**src/common/cpu_params.svh**
```systemverilog
`ifndef CPU_PARAMS_SVH
`define CPU_PARAMS_SVH

// Bus, register and memory word width
`define DATA_WIDTH 32

// Word address into main memory
`define ADDR_WIDTH 9
`define MEM_DEPTH 512

// General purpose registers R0 to R15
`define REG_COUNT 16

`endif

```
**src/common/isaPkg.sv**
```systemverilog
`default_nettype none

`include "cpu_params.svh"

package isaPkg;

	// Only the load group is implemented, anything else halts
	typedef enum logic [4:0] {
		OP_LD   = 5'b00000,
		OP_LDI  = 5'b00001,
		OP_HALT = 5'b11011
	} opcodeT;

	typedef logic [$clog2(`REG_COUNT)-1:0] regIdxT;

	// Signed displacement, sign-extended onto the bus
	typedef logic [18:0] constT;

	// Instruction word layout, MSB first
	typedef struct packed {
		opcodeT opcode;
		regIdxT ra;
		regIdxT rb;
		constT  c;
	} instrT;

endpackage

`default_nettype wire

```
**src/common/ctrlPkg.sv**
```systemverilog
`default_nettype none

package ctrlPkg;

	// Control steps of the sequencer
	typedef enum logic [3:0] {
		S_IDLE,
		S_T0,
		S_T1,
		S_T2,
		S_T3,
		S_T4,
		S_T5,
		S_T6,
		S_T7,
		S_HALT
	} stepT;

	// Bus driver select, BUS_NONE leaves the bus at zero
	typedef enum logic [2:0] {
		BUS_NONE,
		BUS_PC,
		BUS_MDR,
		BUS_ZLO,
		BUS_REG,
		BUS_CONST
	} busSourceT;

endpackage

`default_nettype wire

```
**src/common/ctrlIf.sv**
```systemverilog
`timescale 1ns/1ps
`default_nettype none

interface ctrlIf
	import ctrlPkg::*, isaPkg::*;
();

	busSourceT busSel;

	// Register load strobes
	logic marIn;
	logic mdrIn;
	logic irIn;
	logic yIn;
	logic zIn;
	logic pcInc;

	// MDR takes memory data instead of the bus
	logic memRead;

	// Register file select and encode
	logic gRa;
	logic gRb;
	logic baOut;
	logic rIn;

	opcodeT opcode;

	modport sequencer (
		output busSel, marIn, mdrIn, irIn, yIn, zIn, pcInc, memRead,
		output gRa, gRb, baOut, rIn,
		input  opcode
	);

	modport datapath (
		input  busSel, marIn, mdrIn, irIn, yIn, zIn, pcInc, memRead,
		input  gRa, gRb, baOut, rIn,
		output opcode
	);

endinterface

`default_nettype wire

```
**src/controlSequencer.sv**
```systemverilog
`timescale 1ns/1ps
`default_nettype none

module controlSequencer
	import ctrlPkg::*, isaPkg::*;
(
	input  logic     clk,
	input  logic     arstN,
	input  logic     run,
	ctrlIf.sequencer ctrl,
	output logic     instrDone,
	output logic     halted
);

	stepT step;
	stepT stepNext;

	always_ff @(posedge clk or negedge arstN) begin
		if (!arstN) begin
			step <= S_IDLE;
		end else begin
			step <= stepNext;
		end
	end

	always_comb begin
		stepNext = step;
		case (step)
			S_IDLE: stepNext = run ? S_T0 : S_IDLE;
			S_T0:   stepNext = S_T1;
			S_T1:   stepNext = S_T2;
			// Opcode is seen while IR loads, so halt stops here
			S_T2: begin
				if (ctrl.opcode == OP_LD || ctrl.opcode == OP_LDI) begin
					stepNext = S_T3;
				end else begin
					stepNext = S_HALT;
				end
			end
			S_T3: stepNext = S_T4;
			S_T4: stepNext = S_T5;
			S_T5: begin
				if (ctrl.opcode == OP_LDI) begin
					stepNext = run ? S_T0 : S_IDLE;
				end else begin
					stepNext = S_T6;
				end
			end
			S_T6:   stepNext = S_T7;
			S_T7:   stepNext = run ? S_T0 : S_IDLE;
			S_HALT: stepNext = S_HALT;
			default: stepNext = S_IDLE;
		endcase
	end

	// One set of strobes per step
	always_comb begin
		ctrl.busSel  = BUS_NONE;
		ctrl.marIn   = 1'b0;
		ctrl.mdrIn   = 1'b0;
		ctrl.memRead = 1'b0;
		ctrl.pcInc   = 1'b0;
		ctrl.irIn    = 1'b0;
		ctrl.yIn     = 1'b0;
		ctrl.zIn     = 1'b0;
		ctrl.gRa     = 1'b0;
		ctrl.gRb     = 1'b0;
		ctrl.baOut   = 1'b0;
		ctrl.rIn     = 1'b0;
		instrDone    = 1'b0;
		case (step)
			S_T0: begin
				ctrl.busSel = BUS_PC;
				ctrl.marIn  = 1'b1;
			end
			S_T1: begin
				ctrl.pcInc   = 1'b1;
				ctrl.memRead = 1'b1;
				ctrl.mdrIn   = 1'b1;
			end
			S_T2: begin
				ctrl.busSel = BUS_MDR;
				ctrl.irIn   = 1'b1;
			end
			// Base address into Y, R0 reads as zero here
			S_T3: begin
				ctrl.gRb    = 1'b1;
				ctrl.baOut  = 1'b1;
				ctrl.busSel = BUS_REG;
				ctrl.yIn    = 1'b1;
			end
			S_T4: begin
				ctrl.busSel = BUS_CONST;
				ctrl.zIn    = 1'b1;
			end
			S_T5: begin
				ctrl.busSel = BUS_ZLO;
				if (ctrl.opcode == OP_LDI) begin
					ctrl.gRa  = 1'b1;
					ctrl.rIn  = 1'b1;
					instrDone = 1'b1;
				end else begin
					ctrl.marIn = 1'b1;
				end
			end
			S_T6: begin
				ctrl.memRead = 1'b1;
				ctrl.mdrIn   = 1'b1;
			end
			S_T7: begin
				ctrl.busSel = BUS_MDR;
				ctrl.gRa    = 1'b1;
				ctrl.rIn    = 1'b1;
				instrDone   = 1'b1;
			end
			default: begin
			end
		endcase
	end

	assign halted = (step == S_HALT);

endmodule

`default_nettype wire

```
**src/flat_wrapper.sv**
```systemverilog
// flat-port wrapper written by rule: the top's interface ports become plain ports
module controlSequencer_flat import ctrlPkg::*, isaPkg::*;
  (clk, arstN, run, instrDone, halted, ctrl_busSel, ctrl_marIn, ctrl_mdrIn, ctrl_irIn, ctrl_yIn, ctrl_zIn, ctrl_pcInc, ctrl_memRead, ctrl_gRa, ctrl_gRb, ctrl_baOut, ctrl_rIn, ctrl_opcode);
  ctrlIf ctrl_i ();
  input  logic clk;
  input  logic arstN;
  input  logic run;
  output logic instrDone;
  output logic halted;
  output wire logic [$bits(ctrl_i.busSel)-1:0] ctrl_busSel;
  output wire logic [$bits(ctrl_i.marIn)-1:0] ctrl_marIn;
  output wire logic [$bits(ctrl_i.mdrIn)-1:0] ctrl_mdrIn;
  output wire logic [$bits(ctrl_i.irIn)-1:0] ctrl_irIn;
  output wire logic [$bits(ctrl_i.yIn)-1:0] ctrl_yIn;
  output wire logic [$bits(ctrl_i.zIn)-1:0] ctrl_zIn;
  output wire logic [$bits(ctrl_i.pcInc)-1:0] ctrl_pcInc;
  output wire logic [$bits(ctrl_i.memRead)-1:0] ctrl_memRead;
  output wire logic [$bits(ctrl_i.gRa)-1:0] ctrl_gRa;
  output wire logic [$bits(ctrl_i.gRb)-1:0] ctrl_gRb;
  output wire logic [$bits(ctrl_i.baOut)-1:0] ctrl_baOut;
  output wire logic [$bits(ctrl_i.rIn)-1:0] ctrl_rIn;
  input wire logic [$bits(ctrl_i.opcode)-1:0] ctrl_opcode;
  assign ctrl_busSel = ctrl_i.busSel;
  assign ctrl_marIn = ctrl_i.marIn;
  assign ctrl_mdrIn = ctrl_i.mdrIn;
  assign ctrl_irIn = ctrl_i.irIn;
  assign ctrl_yIn = ctrl_i.yIn;
  assign ctrl_zIn = ctrl_i.zIn;
  assign ctrl_pcInc = ctrl_i.pcInc;
  assign ctrl_memRead = ctrl_i.memRead;
  assign ctrl_gRa = ctrl_i.gRa;
  assign ctrl_gRb = ctrl_i.gRb;
  assign ctrl_baOut = ctrl_i.baOut;
  assign ctrl_rIn = ctrl_i.rIn;
  assign ctrl_i.opcode = ctrl_opcode;
  controlSequencer u_core (.clk(clk), .arstN(arstN), .run(run), .ctrl(ctrl_i), .instrDone(instrDone), .halted(halted));
endmodule
```
**config.mk**
```make
export PLATFORM = sky130hd
export DESIGN_NAME = controlSequencer_flat
export DESIGN_NICKNAME = d
export VERILOG_FILES = /design/src/common/isaPkg.sv /design/src/common/ctrlPkg.sv /design/src/common/ctrlIf.sv /design/src/controlSequencer.sv /design/src/flat_wrapper.sv
export VERILOG_INCLUDE_DIRS = /design/src /design/src/common
export SDC_FILE = /design/constraint.sdc
export NUM_CORES = 1
export LEC_CHECK = 0
export ABC_AREA = 1
export BUFFER_PORTS_ARGS = -buffer_cell sky130_fd_sc_hd__clkbuf_2
export CAP_MARGIN = 30
export CORE_AREA = 2 2 39 41
export DETAILED_ROUTE_END_ITERATION = 6
export DIE_AREA = 0 0 41 43
export GPL_ROUTABILITY_DRIVEN = 0
export PLACE_DENSITY = 0.61
export SLEW_MARGIN = 40
export SYNTH_ARGS = -nofsm -noshare
export SYNTH_HDL_FRONTEND = slang
export SYNTH_SLANG_ARGS = --single-unit
export TNS_END_PERCENT = 100
```
**constraint.sdc**
```tcl
create_clock -name clk -period 3.9 [get_ports clk]
set_clock_uncertainty 0.1 [all_clocks]
set_input_delay 0.78 -clock clk [delete_from_list [all_inputs] [get_ports clk]]
set_output_delay 0.78 -clock clk [all_outputs]
set_load 0.05 [all_outputs]
```
==> impl_metrics.toml, run 1 <==
[outcome]
status = "finished clean"

[timing]
setup_viol = 0
rsz0062_at_grt = "false"
finalCritPeriodShare_pct = 67.9
max_slew.worst_pin.slew_ns = 0.293
worst_slack_ns = 1.25
setup_tns_ns = 0
drv_slew = 0
holdWs_ns = 0.245
min_period_ns = 2.65
fmaxAchievable_mhz = 378
slew_headroom_pct = 80.2
hold_violations = 0

[floorplanning]
io_pins = 24
die_area_um2 = 1760
start_util_pct = 27.8
die_y_um = 43
placementRows = 14
die_w_um = 41
core_um2 = 1380

[yosys]
netlist_area_um2 = 384
yosysWarnings = 0
syn_nets = 74
syn_inst = 66
synthDistinctLibCells = 12
syn_area_per_cell_um2 = 5.82
synth_seq_cells = 4
synth_seq_area_share_pct = 26.1

[grt]
grtUsageTotal_pct = 11.9
grt_pass1_wl_um = 1440
first_global_vias = 400
overflow = 0
grt_max_degree = 6
antenna_found_initial = 0

[layout]
areaGrowthSynthToFinish_pct = 31.3
largest-register = "u_core.step"
final_nets = 97
reg.largest.list = "u_core.step (4)"
post_route_cells_drive_above_1_share_pct = 39.1
design_area_um2 = 504
multiInputGateArea_um2 = 194
seq_area_um2 = 100
largest_register_ffs = 4
fill_cells = 160
diodes = 0

[critical_path]
crit_top_cell = "clkbuf_2"
path_cells = "clkbuf_2 > nor2_1 > nand3_1 > o21ai_0 > clkbuf_2"
cp_slowest_cell = "clkbuf_2"
slowest_delay_ns = 0.34
regToRegSetupSlack_ns = 2.73
critPathBufInv = 2
worst_ep_arrival_time_ns = 1.77
crit_type = "in2out"
cp.required_ns = 3.02
cp-end-kind = "output pin"
timing.rr.start = "u_core.step[2]"
cp-start-kind = "primary input"
worst-path-stages = 5
r2r-end = "u_core.step[0]"
worstRegToRegCells = 8
cp_top_family = "buffers and inverters"
worstPathMaxFanout = 3

[detailed_routing]
ant_nets = 0
drt_iter0_markers = 7
firstDrtPassIters = 4
dr_wl_met2_um = 416
routedWlPerCell_um = 8.21
num_vias = 429
drc = 0
vias_per_cell = 4.17
met3_length_um = 61
wl_um = 846
wl_met1_um = 367
highest_layer = "met3"

[clock_network]
worstSkewPairLatency_ns = 0.23
clockBufferDepth = 2
post_cts_buffers = 0
ctsHoldBuffers = 0
clock-sinks = 4
numCtsBuffers = 3
cts-htree-levels = 1
clock_tree.root_cell = "clkbuf_4"
cts_resized = 0
cts_tree = "yes"
clk_pin_slew_ns = 0.04

[power]
pwr-share-comb_pct = 73.4
pwr-share-seq_pct = 16.2
leakagePower_nw = 0.368
power_density_nw_per_um2 = 949
intPower_mw = 0.168
clkPwrFrac_pct = 10.3
ir_worst_vdd_v = 0.000517
net-switching-power_mw = 0.311
power_mw = 0.479
netSwitchingFraction_pct = 65.0

[placed_design]
dpl.hpwl_um = 741
place_area_um2 = 482
port_buffers = 23
dpl_worst_slack_ns = 1.24

[worst_hold_path]
hp-class = "in2async"

[flow_run]
max_cap_violations = 0
-- cells in the mapped netlist (all sizes together) --
master / instances / area [um2]
nand4: 1 / 6.26
buf: 5 / 37.5
nor2: 13 / 63.8
inv: 14 / 52.6
dfrtp: 4 / 100
nand2: 21 / 83.8
o21ai: 1 / 5.00
nand3: 7 / 35.0
-- stage by stage --
step           util [%]  std cells
4_1_cts            36.4        103
2_1_floorplan         -         66
6_report           36.4        103
3_5_place_dp       34.8        100
3_3_place_gp       34.8        100
5_1_grt            36.4        103
-- per-layer routing --
metal / up-vias / GRT usage [%]
met5: - / 0
met4: 0 / 8.00
met3: 0 / 1.57
met2: 14 / 20.0
met1: 183 / 12.7
li1: 232 / -
-- cell type report --
type / instances / area share [%]
Clock buffer: 3 / 4.47
Sequential cell: 4 / 19.9
Timing Repair Buffer: 23 / 22.8
Tap cell: 16 / 3.97
Multi-Input combinational cell: 43 / 38.5
Inverter: 14 / 10.4
-- worst max path at each step --
stage                   startpoint  slack (ns)  endpoint
global route        ctrl_opcode[3]        1.06  ctrl_gRa
finish              ctrl_opcode[3]        1.25  ctrl_rIn
global placement    ctrl_opcode[3]        1.29  ctrl_gRa
detailed placement  ctrl_opcode[3]        1.24  ctrl_rIn
floorplan           ctrl_opcode[3]        0.38  ctrl_rIn
CTS                 ctrl_opcode[3]        1.24  ctrl_rIn
-- power groups by stage --
| stage | clock [mW] | combinational, mW | sequential (mW) |
|---|---|---|---|
| 2_1_floorplan | 0 | 0.300 | 0.0741 |
| 3_3_place_gp | 0 | 0.352 | 0.0777 |
| 3_5_place_dp | 0 | 0.353 | 0.0773 |
| 4_1_cts | 0.0527 | 0.354 | 0.0768 |
| 5_1_grt | 0.0552 | 0.379 | 0.0788 |
| 6_report | 0.0494 | 0.351 | 0.0777 |
-- worst reg2reg max path: stages (launching register included) --
cell	delay (ns)
dfrtp_1	0.38
inv_1	0.13
nor2_4	0.06
nand2_2	0.09
inv_2	0.05
nand2_2	0.09
nand2_1	0.06
inv_1	0.04
nand2_1	0.05
-- cell usage in the layout (no fill, tap or decap), types with 2 or more instances in the layout --
cell type	n
dfrtp_1	4
inv_1	12
nor2_2	3
inv_2	2
clkbuf_2	23
nor2_1	9
clkbuf_4	3
nand2_1	19
nand2_2	2
nand3_1	7
-- cells by family (layout without fill, tap and decap cells) --
group                  after synthesis  in the layout  synth area share [%]
flip-flops                           4              4                  26.1
buffers and inverters               19             40                  23.5
AO/OA/AOI/OAI                        1              1                  1.30
AND/OR/NAND/NOR                     42             42                  49.2
Note: power is estimated with default switching activity, not from simulation.
==> inputs of run 2 (changes only) <==
--- a/config.mk
+++ b/config.mk
@@ -6,14 +6,14 @@
 export SDC_FILE = /design/constraint.sdc
 export NUM_CORES = 1
 export LEC_CHECK = 0
-export ABC_AREA = 1
+export ABC_AREA = 0
 export BUFFER_PORTS_ARGS = -buffer_cell sky130_fd_sc_hd__clkbuf_2
 export CAP_MARGIN = 30
 export CORE_AREA = 2 2 39 41
 export DETAILED_ROUTE_END_ITERATION = 6
 export DIE_AREA = 0 0 41 43
 export GPL_ROUTABILITY_DRIVEN = 0
-export PLACE_DENSITY = 0.61
+export PLACE_DENSITY = 0.64
 export SLEW_MARGIN = 40
 export SYNTH_ARGS = -nofsm -noshare
 export SYNTH_HDL_FRONTEND = slang
==> constraint.sdc (replaced) <==
create_clock -name clk -period 2.6 [get_ports clk]
set_clock_uncertainty 0.1 [all_clocks]
set_input_delay 0.52 -clock clk [delete_from_list [all_inputs] [get_ports clk]]
set_output_delay 0.52 -clock clk [all_outputs]
set_load 0.05 [all_outputs]
==> impl_metrics.toml, run 2 <==
[outcome]
status = "finished clean"

[yosys]
synth_seq_cells = 4
netlist_area_um2 = 424
ys_async_sr_fraction_pct = 100
yosysWarnings = 0
synthDistinctLibCells = 28
synth_area_leaders = "dfrtp_1, buf_4, nand2b_1, nor4_4, a21oi_1"
synth_seq_area_share_pct = 23.6
synthTopCellsByCount = "buf_4, a21oi_1, dfrtp_1, nand2b_1"
synthDominantCellAreaShare_pct = 23.6
synthFlopType = "dfrtp_1"
synth.most_common_cell = "buf_4"
synth_edf_count = 0
syn_inst = 53
synth_top_area_cell = "dfrtp_1"
syn_area_per_cell_um2 = 8.00
syn_nets = 61

[clock_network]
clock_tree.root_cell = "clkbuf_4"
worstSkewPairLatency_ns = 0.24
clockBufferDepth = 2
clk_pin_slew_ns = 0.04
post_cts_buffers = 0
numCtsBuffers = 3
cts_tree = "yes"
cts-htree-levels = 1
clock-sinks = 4

[timing]
finalCritPeriodShare_pct = 87.7
rsz0062_at_grt = "false"
fmaxAchievable_mhz = 438
hold_violations = 0
slew_headroom_pct = 76.5
drv_slew = 0
setup_tns_ns = 0
setup_viol = 0
min_period_ns = 2.28
max_slew.worst_pin.slew_ns = 0.352
worst_slack_ns = 0.319

[placed_design]
dpl.hpwl_um = 754
place_inst = 84
dpl_worst_slack_ns = 0.416
port_buffers = 23
place_area_um2 = 523

[critical_path]
slowest_delay_ns = 0.48
cp-start-kind = "flip-flop"
cp_slowest_cell = "dfrtp_1"
crit_type = "reg2out"
cp.required_ns = 1.98
path_cells = "nor2b_1 > nand4_1 > a21oi_2 > clkbuf_2"
critPathBufInv = 1
worstPathMaxFanout = 9
worst_ep_arrival_time_ns = 1.66
cp_top_family = "flip-flops"
cp-end-kind = "output pin"

[detailed_routing]
ant_nets = 0
drt_iter0_markers = 8
wl_um = 987
routedWlPerCell_um = 11.2
firstDrtPassIters = 4
drc = 0
num_vias = 451
vias_per_cell = 5.13

[grt]
grtUsageMet3_pct = 3.66
grt_pass1_wl_um = 1610
antenna_found_initial = 0
first_global_vias = 374
top_usage_layer = "met1"
grtUsageMet1_pct = 18.6
met2_usage_pct = 16.6
grtUsageTotal_pct = 13.7
grt_max_degree = 13
overflow = 0

[layout]
areaGrowthSynthToFinish_pct = 31.0
post_route_cells_drive_above_1_share_pct = 48.6
largest_register_ffs = 4
largest-register = "u_core.step"
final_cell_mix = "clkbuf_2, nand2b_1, dfrtp_1"
diodes = 0
final_cells = 88
design_area_um2 = 556
reg.largest.list = "u_core.step (4)"
final_nets = 82
final_common_cell = "clkbuf_2"

[floorplanning]
die_area_um2 = 1760
die_y_um = 43
core_um2 = 1380
start_util_pct = 30.7
placementRows = 14
die_w_um = 41
io_pins = 24

[flow_run]
max_cap_violations = 0

[worst_hold_path]
hp-class = "reg2reg"
-- run 2: cell families (layout without fill, tap and decap cells) --
group,count (synthesis),count (layout),share of synthesized area [%]
and+or+nand+nor,21,21,33.0
buffers and inverters,12,31,15.9
DFF,4,4,23.6
xor gates and xnor gates,1,1,2.07
AOI/OAI and AO/OA,15,15,25.4
-- run 2: per-layer routing --
layer	wire length [um]	up-vias
li1	-	227
met1	421	200
met2	481	20
met3	62	4
met4	22	0
met5	0	-
-- run 2: cell type report --
type,instances,area [um2]
Tap cell,16,20.0
Inverter,2,7.51
Timing Repair Buffer,26,140
Multi-Input combinational cell,37,265
Sequential cell,4,100
Clock buffer,3,22.5
Fill cell,146,828
-- run 2: worst paths after layout --
check,cells past startpoint,slack [ns],to,startpoint
min,1,0.49,u_core.step[1],u_core.step[3]
min in group asynchronous,2,0.52,u_core.step[3],arstN
max in group asynchronous,2,1.75,u_core.step[1],arstN
max,4,0.32,instrDone,u_core.step[1]
max reg2reg,4,1.04,u_core.step[0],u_core.step[0]
min reg2reg,1,0.49,u_core.step[1],u_core.step[3]
-- run 2: per-stage QoR --
| stage | util [%] | hold WS, ns |
|---|---|---|
| after floorplan | - | 0.124 |
| after global placement | 37.8 | 0.229 |
| after detailed placement | 37.8 | 0.236 |
| after CTS | 40.1 | 0.494 |
| after global routing | 40.1 | 0.521 |
| final | 40.1 | 0.494 |
-- run 2: what timing repair did --
| item | in CTS | in global routing |
|---|---|---|
| endpoints found under the hold margin | 4 | 0 |
| hold buffers | 1 | 0 |
| resized for setup | 0 | 0 |
Power of run 2 is not shown: default switching activity piles up to over one toggle a cycle in this logic, so the estimate is an artifact.
==> inputs of run 3 (changes only) <==
==> constraint.sdc (replaced) <==
create_clock -name clk -period 2.6 [get_ports clk]
set_clock_uncertainty 0.1 [all_clocks]
set_input_delay 0.52 -clock clk [delete_from_list [all_inputs] [get_ports clk]]
set_output_delay 0.52 -clock clk [all_outputs]
set_load 0.01 [all_outputs]
==> impl_metrics.toml, run 3 (synthesized netlist as in run 2, its figures left out) <==
[outcome]
status = "finished clean"

[layout]
diodes = 0
design_area_um2 = 539
post_route_cells_drive_above_1_share_pct = 45.1
seq_area_um2 = 100
multiInputGateArea_um2 = 256
final_common_cell = "clkbuf_2"
largest-register = "u_core.step"
largest_register_ffs = 4
final_nets = 81
fill_cells = 146
areaGrowthSynthToFinish_pct = 27.1
reg.largest.list = "u_core.step (4)"
final_cell_mix = "clkbuf_2, nand2b_1, a21oi_1, dfrtp_1"

[detailed_routing]
firstDrtPassIters = 4
num_vias = 433
ant_nets = 0
routedWlPerCell_um = 10.6
vias_per_cell = 4.98
drc = 0
drt_iter0_markers = 12
wl_um = 923

[timing]
min_period_ns = 2.17
max_slew.worst_pin.slew_ns = 0.483
worst_slack_ns = 0.432
rsz0062_at_grt = "false"
setup_viol = 0
finalCritPeriodShare_pct = 83.4
hold_violations = 0
drv_slew = 0
fmaxAchievable_mhz = 461
slew_headroom_pct = 67.8
setup_tns_ns = 0

[power]
pwr-share-seq_pct = 29.3
ir_worst_vdd_v = 0.000448
power_density_nw_per_um2 = 1090
leakagePower_nw = 0.258
intPower_mw = 0.309
pwr-share-comb_pct = 57.8
net-switching-power_mw = 0.278
netSwitchingFraction_pct = 47.4
clkPwrFrac_pct = 13.0

[floorplanning]
die_y_um = 43
io_pins = 24
die_area_um2 = 1760
start_util_pct = 30.7
placementRows = 14
die_w_um = 41
core_um2 = 1380

[placed_design]
dpl_worst_slack_ns = 0.547
place_area_um2 = 507
dpl.hpwl_um = 687
port_buffers = 23

[clock_network]
ctsHoldBuffers = 1
clockBufferDepth = 2
clk_pin_slew_ns = 0.04
post_cts_buffers = 0
cts_resized = 0
clock-sinks = 4
cts-htree-levels = 1
clock_tree.root_cell = "clkbuf_4"
cts_tree = "yes"
numCtsBuffers = 3
worstSkewPairLatency_ns = 0.23

[worst_hold_path]
hp-start = "u_core.step[3]"
hp-class = "reg2reg"

[critical_path]
regToRegSetupSlack_ns = 1.09
startpoint = "u_core.step[1]"
timing.rr.start = "u_core.step[0]"
worstPathMaxFanout = 9
cp.required_ns = 1.98
crit_type = "reg2out"
cp-end-kind = "output pin"
cp-start-kind = "flip-flop"
worst_ep_arrival_time_ns = 1.55

[grt]
first_global_vias = 352
overflow = 0
antenna_found_initial = 0
grtUsageTotal_pct = 12.9
grt_max_degree = 19
grt_pass1_wl_um = 1520

[flow_run]
max_cap_violations = 0
## run 3: changes by cell type in the layout (fill, tap and decap cells not counted), sizes merged
cell  before  now
buf        2    1
## run 3: power groups by stage
| stage | registers (mW) | logic, mW | clock network, mW |
|---|---|---|---|
| after floorplan | 0.0964 | 0.334 | 0 |
| after global placement | 0.170 | 0.340 | 0 |
| after detailed placement | 0.173 | 0.344 | 0 |
| after CTS | 0.172 | 0.345 | 0.0818 |
| after global routing | 0.183 | 0.385 | 0.0858 |
| final | 0.172 | 0.339 | 0.0761 |
## run 3: critical path: stages (launching register included)
cell      delay (ns)
dfrtp_1         0.49
nor2b_1         0.29
nand4_1         0.12
a21oi_1         0.23
clkbuf_2        0.17
## run 3: worst paths after layout
kind | depth (start not counted) | end
min in group asynchronous | 2 | u_core.step[0]
max in group asynchronous | 2 | u_core.step[1]
worst min register to register | 1 | u_core.step[1]
worst max register to register | 3 | u_core.step[0]
worst min-delay path | 1 | u_core.step[1]
worst max-delay path | 4 | ctrl_gRa
## run 3: final cells by class
cell class | count | area share, %
well taps | 16 | 3.71
flip-flops and latches | 4 | 18.6
multi-input cells | 37 | 47.6
inverters | 2 | 1.39
repair buffers | 25 | 24.6
clock buffers | 3 | 4.18
## run 3: per-stage QoR
step | hold WS (ns) | utilization [%] | total power, mW | std cells
finish | 0.475 | 39.0 | 0.587 | 87
global route | 0.538 | 39.0 | 0.654 | 87
global placement | 0.227 | 36.6 | 0.511 | 83
CTS | 0.482 | 39.0 | 0.599 | 87
detailed placement | 0.230 | 36.6 | 0.517 | 83
floorplan | 0.124 | - | 0.431 | 53
## run 3: metal layers
| metal | track usage (%) | up-vias | wire (um) | share of wire (%) |
|---|---|---|---|---|
| met5 | 0 | - | 0 | 0 |
| met4 | 6.00 | 0 | 0 | 0 |
| met3 | 6.28 | 0 | 86 | 9.3 |
| met2 | 14.7 | 22 | 399 | 43 |
| met1 | 19.4 | 187 | 437 | 47 |
| li1 | - | 224 | - | - |
